--- config.mk ---
export PLATFORM = sky130hd
export DESIGN_NAME = dps_top
export DESIGN_NICKNAME = d
export VERILOG_FILES = /design/src/dps_pkg.sv /design/src/dps_irq.sv /design/src/dps_irq_table.sv /design/src/dps_lsflags.sv /design/src/dps_top.sv /design/src/dps_utim64.sv
export VERILOG_INCLUDE_DIRS = /design/src
export SDC_FILE = /design/constraint.sdc
export NUM_CORES = 1
export LEC_CHECK = 0
export BUFFER_PORTS_ARGS = -buffer_cell sky130_fd_sc_hd__buf_2
export CAP_MARGIN = 20
export CORE_ASPECT_RATIO = 1.4
export CORE_MARGIN = 2
export CORE_UTILIZATION = 58
export CTS_CLUSTER_SIZE = 14
export DETAILED_ROUTE_END_ITERATION = 10
export GPL_ROUTABILITY_DRIVEN = 1
export PLACE_DENSITY_LB_ADDON = 0.05
export REMOVE_ABC_BUFFERS = 1
export SETUP_SLACK_MARGIN = 0.4
export SLEW_MARGIN = 20
export SYNTH_ARGS = -nofsm -noshare
export SYNTH_HDL_FRONTEND = slang
export SYNTH_HIERARCHICAL = 1
export SYNTH_SLANG_ARGS = --single-unit
--- constraint.sdc ---
create_clock -name iCLOCK -period 4.4 [get_ports iCLOCK]
set_input_delay 0.44 -clock iCLOCK [delete_from_list [all_inputs] [get_ports iCLOCK]]
set_output_delay 0.44 -clock iCLOCK [all_outputs]
set_load 0.02 [all_outputs]
--- src/dps_config.svh ---
`ifndef DPS_CONFIG_SVH
`define DPS_CONFIG_SVH

// Interrupt table, entry 0 is the timer and entry 1 the flags
`define DPS_IRQ_SOURCES 2
`define DPS_IRQ_ENTRY_W 6	// Entry index width

// Compare timer
`define DPS_UTIM_W 64

// Low-speed status flags
`define DPS_LS_FLAGS 4

`endif

--- src/dps_pkg.sv ---
`include "dps_config.svh"

package dps_pkg;

	// Source number as seen on the interrupt output
	typedef enum logic [0:0] {
		SRC_LS    = 1'b0,
		SRC_TIMER = 1'b1
	} irq_src_t;

	// One configuration table entry
	typedef struct packed {
		logic       mask;
		logic       valid;
		logic [1:0] level;	// Stored for software only
	} irq_cfg_t;

	// Table write from the processor side
	typedef struct packed {
		logic [`DPS_IRQ_ENTRY_W-1:0] entry;
		irq_cfg_t                    cfg;
	} irq_cfg_wr_t;

	// Whole table, one entry per source
	typedef irq_cfg_t [`DPS_IRQ_SOURCES-1:0] irq_table_t;

	// Interrupt line towards the processor
	typedef struct packed {
		logic     valid;
		irq_src_t num;
	} irq_out_t;

	typedef logic [`DPS_UTIM_W-1:0]   utim_t;
	typedef logic [`DPS_LS_FLAGS-1:0] ls_vec_t;

endpackage

--- src/dps_irq.sv ---
`timescale 1ns/100ps
`default_nettype none
`include "dps_config.svh"

module dps_irq import dps_pkg::*; (
	input  logic       iCLOCK,
	input  logic       inRESET,
	input  irq_table_t table_cfg,
	// Source requests and accepts
	input  logic       tim_irq,
	input  logic       ls_irq,
	output logic       tim_ack,
	output logic       ls_ack,
	// Processor side
	output irq_out_t   irq,
	input  logic       irq_ack
);

	localparam int ENT_TIM = 0;
	localparam int ENT_LS  = `DPS_IRQ_SOURCES - 1;	// Flags use the last entry

	typedef enum logic {
		ST_IDLE = 1'b0,
		ST_WAIT = 1'b1
	} irq_state_t;

	irq_state_t b_state;
	irq_src_t   b_num;
	logic       tim_pass;
	logic       ls_pass;
	logic       idle;

	// Invalid entry lets the source through, valid needs the mask bit
	assign tim_pass = tim_irq && (!table_cfg[ENT_TIM].valid || table_cfg[ENT_TIM].mask);
	assign ls_pass  = ls_irq && (!table_cfg[ENT_LS].valid || table_cfg[ENT_LS].mask);

	assign idle = (b_state == ST_IDLE);

	// Timer wins over the flags
	assign tim_ack = idle && tim_pass;
	assign ls_ack  = idle && ls_pass && !tim_pass;

	always_ff @(posedge iCLOCK or negedge inRESET) begin
		if (!inRESET) begin
			b_state <= ST_IDLE;
			b_num   <= SRC_LS;
		end
		else begin
			case (b_state)
				ST_IDLE: begin
					if (tim_ack || ls_ack) begin
						b_state <= ST_WAIT;
						b_num   <= tim_ack ? SRC_TIMER : SRC_LS;	// Winner of this cycle
					end
				end
				ST_WAIT: begin
					if (irq_ack) begin
						b_state <= ST_IDLE;
					end
				end
				default: b_state <= ST_IDLE;
			endcase
		end
	end

	assign irq.valid = (b_state == ST_WAIT);
	assign irq.num   = b_num;

	a_one_ack: assert property (
		@(posedge iCLOCK) disable iff (!inRESET)
		!(tim_ack && ls_ack)
	) else $error("both sources accepted in one cycle");

	// Sources must stay pending while the processor is busy
	a_no_ack_busy: assert property (
		@(posedge iCLOCK) disable iff (!inRESET)
		irq.valid |-> !(tim_ack || ls_ack)
	) else $error("accept strobe while interrupt outstanding");

	a_hold_valid: assert property (
		@(posedge iCLOCK) disable iff (!inRESET)
		(irq.valid && !irq_ack) |=> (irq.valid && $stable(irq.num))
	) else $error("interrupt output dropped before acknowledge");

endmodule

`default_nettype wire

--- src/dps_irq_table.sv ---
`timescale 1ns/100ps
`default_nettype none
`include "dps_config.svh"

module dps_irq_table import dps_pkg::*; (
	input  logic                        iCLOCK,
	input  logic                        inRESET,
	// Write strobe
	input  logic                        cfg_wr_req,
	input  irq_cfg_wr_t                 cfg_wr,
	// Read port
	input  logic [`DPS_IRQ_ENTRY_W-1:0] cfg_rd_entry,
	output irq_cfg_t                    cfg_rd_data,
	// Entries towards the controller
	output irq_table_t                  table_cfg
);

	irq_table_t b_table;

	// Writes past the last source fall through every compare
	always_ff @(posedge iCLOCK or negedge inRESET) begin
		if (!inRESET) begin
			b_table <= '0;
		end
		else if (cfg_wr_req) begin
			for (int i = 0; i < `DPS_IRQ_SOURCES; i++) begin
				if (cfg_wr.entry == `DPS_IRQ_ENTRY_W'(i)) begin
					b_table[i] <= cfg_wr.cfg;
				end
			end
		end
	end

	// Combinational read, unknown entries give zero
	always_comb begin
		cfg_rd_data = '0;
		for (int i = 0; i < `DPS_IRQ_SOURCES; i++) begin
			if (cfg_rd_entry == `DPS_IRQ_ENTRY_W'(i)) begin
				cfg_rd_data = b_table[i];
			end
		end
	end

	assign table_cfg = b_table;

	// A write leaves every other entry alone
	genvar g;
	generate
		for (g = 0; g < `DPS_IRQ_SOURCES; g++) begin : g_entry_chk
			property p_other_entry_stable;
				@(posedge iCLOCK) disable iff (!inRESET)
				(cfg_wr_req && (cfg_wr.entry != `DPS_IRQ_ENTRY_W'(g)))
					|=> $stable(b_table[g]);
			endproperty

			a_other_entry_stable: assert property (p_other_entry_stable)
				else $error("table entry %0d changed by write to another entry", g);
		end
	endgenerate

endmodule

`default_nettype wire

--- src/dps_lsflags.sv ---
`timescale 1ns/100ps
`default_nettype none
`include "dps_config.svh"

module dps_lsflags import dps_pkg::*; (
	input  logic    iCLOCK,
	input  logic    inRESET,
	input  ls_vec_t ls_event,	// Raw event pulses
	input  ls_vec_t ls_enable,
	output ls_vec_t ls_flags,
	// Request towards the controller
	output logic    ls_irq,
	input  logic    ls_ack
);

	ls_vec_t b_flags;
	ls_vec_t flags_next;

	// Accept wipes what is set, events of the same cycle stay
	assign flags_next = (b_flags & ~{`DPS_LS_FLAGS{ls_ack}}) | ls_event;

	always_ff @(posedge iCLOCK or negedge inRESET) begin
		if (!inRESET) begin
			b_flags <= '0;
		end
		else begin
			b_flags <= flags_next;
		end
	end

	assign ls_flags = b_flags;
	assign ls_irq   = |(b_flags & ls_enable);	// Enabled flags only

	// Controller must not accept an idle flag block
	a_ack_needs_req: assert property (
		@(posedge iCLOCK) disable iff (!inRESET)
		ls_ack |-> ls_irq
	) else $error("flags accepted without a request");

endmodule

`default_nettype wire

--- src/dps_top.sv ---
`timescale 1ns/100ps
`default_nettype none
`include "dps_config.svh"

module dps_top import dps_pkg::*; (
	input  logic                        iCLOCK,
	input  logic                        inRESET,
	// Configuration table
	input  logic                        cfg_wr_req,
	input  irq_cfg_wr_t                 cfg_wr,
	input  logic [`DPS_IRQ_ENTRY_W-1:0] cfg_rd_entry,
	output irq_cfg_t                    cfg_rd_data,
	// Timer
	input  logic                        tim_enable,
	input  logic                        tim_cmp_req,
	input  logic [`DPS_UTIM_W-1:0]      tim_cmp_value,
	output utim_t                       tim_count,
	// Status flags
	input  ls_vec_t                     ls_event,
	input  ls_vec_t                     ls_enable,
	output ls_vec_t                     ls_flags,
	// Processor interrupt
	output irq_out_t                    irq,
	input  logic                        irq_ack
);

	irq_table_t table_cfg;
	logic       tim_irq;
	logic       tim_ack;
	logic       ls_irq;
	logic       ls_ack;

	dps_irq_table u_table (
		.iCLOCK       (iCLOCK),
		.inRESET      (inRESET),
		.cfg_wr_req   (cfg_wr_req),
		.cfg_wr       (cfg_wr),
		.cfg_rd_entry (cfg_rd_entry),
		.cfg_rd_data  (cfg_rd_data),
		.table_cfg    (table_cfg)
	);

	dps_irq u_irq (
		.iCLOCK    (iCLOCK),
		.inRESET   (inRESET),
		.table_cfg (table_cfg),
		.tim_irq   (tim_irq),
		.ls_irq    (ls_irq),
		.tim_ack   (tim_ack),
		.ls_ack    (ls_ack),
		.irq       (irq),
		.irq_ack   (irq_ack)
	);

	// Entry 0 source
	dps_utim64 u_utim64 (
		.iCLOCK        (iCLOCK),
		.inRESET       (inRESET),
		.tim_enable    (tim_enable),
		.tim_cmp_req   (tim_cmp_req),
		.tim_cmp_value (tim_cmp_value),
		.tim_count     (tim_count),
		.tim_irq       (tim_irq),
		.tim_ack       (tim_ack)
	);

	// Entry 1 source
	dps_lsflags u_lsflags (
		.iCLOCK    (iCLOCK),
		.inRESET   (inRESET),
		.ls_event  (ls_event),
		.ls_enable (ls_enable),
		.ls_flags  (ls_flags),
		.ls_irq    (ls_irq),
		.ls_ack    (ls_ack)
	);

endmodule

`default_nettype wire

--- src/dps_utim64.sv ---
`timescale 1ns/100ps
`default_nettype none
`include "dps_config.svh"

module dps_utim64 import dps_pkg::*; (
	input  logic                   iCLOCK,
	input  logic                   inRESET,
	input  logic                   tim_enable,
	// Compare load
	input  logic                   tim_cmp_req,
	input  logic [`DPS_UTIM_W-1:0] tim_cmp_value,
	output utim_t                  tim_count,
	// Request towards the controller
	output logic                   tim_irq,
	input  logic                   tim_ack
);

	utim_t b_count;
	utim_t b_cmp;
	logic  b_pending;
	logic  match;

	// Only an enabled counter can hit the compare value
	assign match = tim_enable && (b_count == b_cmp);

	// Free-running up counter
	always_ff @(posedge iCLOCK or negedge inRESET) begin
		if (!inRESET) begin
			b_count <= '0;
		end
		else if (tim_enable) begin
			b_count <= b_count + `DPS_UTIM_W'd1;
		end
	end

	// Compare register
	always_ff @(posedge iCLOCK or negedge inRESET) begin
		if (!inRESET) begin
			b_cmp <= '1;	// Far away so nothing matches before the first load
		end
		else if (tim_cmp_req) begin
			b_cmp <= tim_cmp_value;
		end
	end

	// Pending request, a new match beats the accept
	always_ff @(posedge iCLOCK or negedge inRESET) begin
		if (!inRESET) begin
			b_pending <= 1'b0;
		end
		else if (match) begin
			b_pending <= 1'b1;
		end
		else if (tim_ack) begin
			b_pending <= 1'b0;
		end
	end

	assign tim_count = b_count;
	assign tim_irq   = b_pending;

	// The controller only accepts a timer that is asking
	a_ack_needs_req: assert property (
		@(posedge iCLOCK) disable iff (!inRESET)
		tim_ack |-> tim_irq
	) else $error("timer accepted without a request");

endmodule

`default_nettype wire

==> impl_results.md <==
- I/O Buffers: 167
- Seq/Total Area, Yosys: between 50% and 60%
- First-pass GRT wire length: 29040 um
- Vias in the first global route: 5590
- Die ar.: 12890 um2
- Post-cts hold buffer count: 0
- CP Launch Type: flop
- Diode count: 0
- Wire per inst: 20.12 um
- Worst slew pin tran: 1.004 ns
- Max Clock Skew: 0.009357 ns
- Worst VDD drop: ~0.27 mV
- Place WS: 1.894 ns
- Clock transition at the registers of the reported paths: 0.06 ns
- DP HPWL: 13880 um
- Die Wd: 96.53 um
- Clk root buf: clkbuf_16
- GRT Util Overall: a little under a third
- Synthesized cell area: 6952 um2
- Slowest stage delay, CP: 0.62 ns
- Cts bufs inserted: 17
- RSZ-0062 raised after global routing: false
- R2R depth: 5
- Final hold slack: 0.1383 ns
- Routed Wire Length: roughly 19000 um
- Run status: finished, final reports clean
- Peak Freq: 379.9 MHz
- Sink Count: roughly 140
- Crit path top cell by count: nand4_1
- Clock tree buffer depth: 2
- Final WS setup: 1.767 ns
- CP endpoint kind: flop
- Crit-path max FO: 11
- Area delta synth->final: 22.68%
- Setup TNS: 0 ns
- Distinct cells, synth: 52
- Max Cap Viol: 0
- Leakage: between 3 and 4 nW
- Crit-path cells: nand4_1, nor3_2, nand4_1, nor4_1, xnor2_1
- Setup Viol. Count Final: 0
- Detail Route Antenna Nets: 0
- Post-CTS Resized: 0
- Yosys warns: 6
- WS Path Type: flop to flop
- Final nets: ~860
- Final Cycle Share: 59.83%
- Final Cell Area: 8528 um2
- Worst Path Arrival: 2.96 ns
- Setup Fix Bufs, Post-CTS: 0
- Worst reg-to-reg setup slack: approximately 1.8 ns
- Share of cells above drive strength 1: roughly 45%
- Placeable Area: 11760 um2
- Worst hold path type: primary input to async pin
- Most used DFF post-synth: dfrtp_1
- Row cnt: 47
- Worst skew pair latency: 0.42 ns
- CTS tree: yes
- # IOs: approximately 170
- H-tree levels: 4
- RR Endpoint: u_utim64/tim_count[53]
- Final cell count without fillers: 923
- Initial DRC Count: approximately 280
- Post-synthesis cell count: 594
- Placed cell area: 7908 um2
- GP Congestion: 0.8704
- DIE HEIGHT: 133.5 um
- Vias: ~5300
- Worst path slowest cell: nor3_2
- EDFF count, synth: 0
- PwrDens: 425.8 nW/um2
- Final hold vios: 0
- DRC: 0
- Synthesized flop and latch total: between 100 and 150
- Tmin final: 2.633 ns
- Starting Density: 59.11%
- Largest net degree at the start of global routing: about 110
- Final core utilization: 72.51%
- Post-synth ARST share: 100.0%
- Max-slew headroom: 33.05%
- Grt ovf: 0
- Mean Syn Cell Area: between 10 and 15 um2
- Pins Over Slew Limit: 0
- Worst Path Required: 4.73 ns
- Pre-Repair DR Iteration Count: 5
- R2R Path Start: u_utim64/tim_count[3]
- Total power: 3.631 mW
- Vias/cell: 5.730
- Placed insts: 891
- Initial antenna violation count: 0
==> area by class of cell <==
cell class | count | area [um2]
Sequential cell | 143 | 3659
Fill cell | 861 | 3233
Multi-Input combinational cell | 404 | 3103
Timing Repair Buffer | 169 | 857.1
Clock buffer | 18 | 429.2
Clock inverter | 14 | 191.4
Tap cell | 147 | 183.9
Inverter | 28 | 105.1
==> worst max-delay path by stage <==
stage,startpoint,endpoint,slack (ns),cells after the start
after CTS,u_utim64/tim_count[0],u_utim64/tim_count[53],1.87,5
after floorplan,u_utim64/tim_count[3],u_utim64/tim_count[35],2.32,5
after detailed placement,tim_enable,u_utim64/tim_count[35],1.89,6
after global placement,tim_enable,u_utim64/tim_count[35],1.91,6
after global routing,u_utim64/tim_count[3],u_utim64/tim_count[35],1.59,5
final,u_utim64/tim_count[3],u_utim64/tim_count[53],1.77,5
==> sequential cells by signal, summed over array words and instances (netlist names) <==
register            cells
u_utim64/b_cmp         64
u_utim64/tim_irq        1
u_utim64/tim_count     64
u_irq/b_num             1
u_irq/b_state           1
u_table/table_cfg       8
u_lsflags/ls_flags      4
==> cell usage after synthesis (all sizes together), types with 2 or more instances <==
cell      n  area share [%]
dfrtp    79              28
xnor2    66             8.3
mux2     65              11
dfstp    64              24
nand2    36             1.9
xor2     36             4.5
nand4    30             3.0
inv      28             1.5
nand3    25             1.8
nor2     23             1.3
nor4     23             2.7
nor3     18             1.4
nand2b   16             1.5
buf      11            0.77
nor2b     9            0.92
o21ai     9            0.65
clkbuf    8            0.45
a21o      5            0.56
and3      5            0.45
and4      5            0.63
o2111ai   5            0.63
mux2i     4            0.58
o22ai     4            0.36
a2111o    2            0.32
a221oi    2            0.25
a22oi     2            0.22
o221ai    2            0.25
==> critical path, delay by kind of cell (launching register included) <==
kind	cells	cell delay, ns
xor+xnor	1	0.17
flops	1	0.50
simple gates	4	1.87
==> metal layers <==
metal	vias to the layer above	GRT usage (%)	part of all wire, %
li1	2432	-	-
met4	0	10.56	2.1
met3	29	5.995	5.3
met5	-	0	0
met1	2631	36.74	40
met2	197	52.58	53
==> logic make-up (layout without fill, tap and decap cells) <==
family	count (synthesis)	after routing	share of synthesized area (%)
compound gates	36	36	3.942
xor+xnor	102	102	12.85
fa+ha+maj	1	1	0.1800
buf+inv	47	229	2.736
flops	143	143	52.63
mux	69	69	11.11
simple gates	196	196	16.56
==> layout by cell type (no fill, tap or decap), types with 3 or more instances in the layout <==
master / n
xor2_1: 36
nor4_2: 5
o21ai_0: 9
mux2i_1: 4
bufinv_16: 4
nor2_1: 22
nand4_1: 28
nand2_1: 36
and4_1: 5
buf_2: 166
nor3_1: 17
mux2_2: 65
dfstp_2: 64
dfrtp_1: 79
clkbuf_16: 17
and3_1: 5
xnor2_1: 66
nand2b_1: 15
nand3_1: 25
nor2b_1: 8
o22ai_1: 4
o2111ai_1: 5
clkinvlp_4: 4
inv_1: 26
nor4_1: 17
clkinv_2: 3
a21o_1: 4
==> where the power goes <==
part | total, mW | internal, mW | switching (mW)
clock network | 1.51 | 0.948 | 0.559
logic | 0.507 | 0.235 | 0.271
registers | 1.62 | 1.48 | 0.133
total | 3.63 | 2.67 | 0.963
Note: power is estimated with default switching activity, not from simulation.
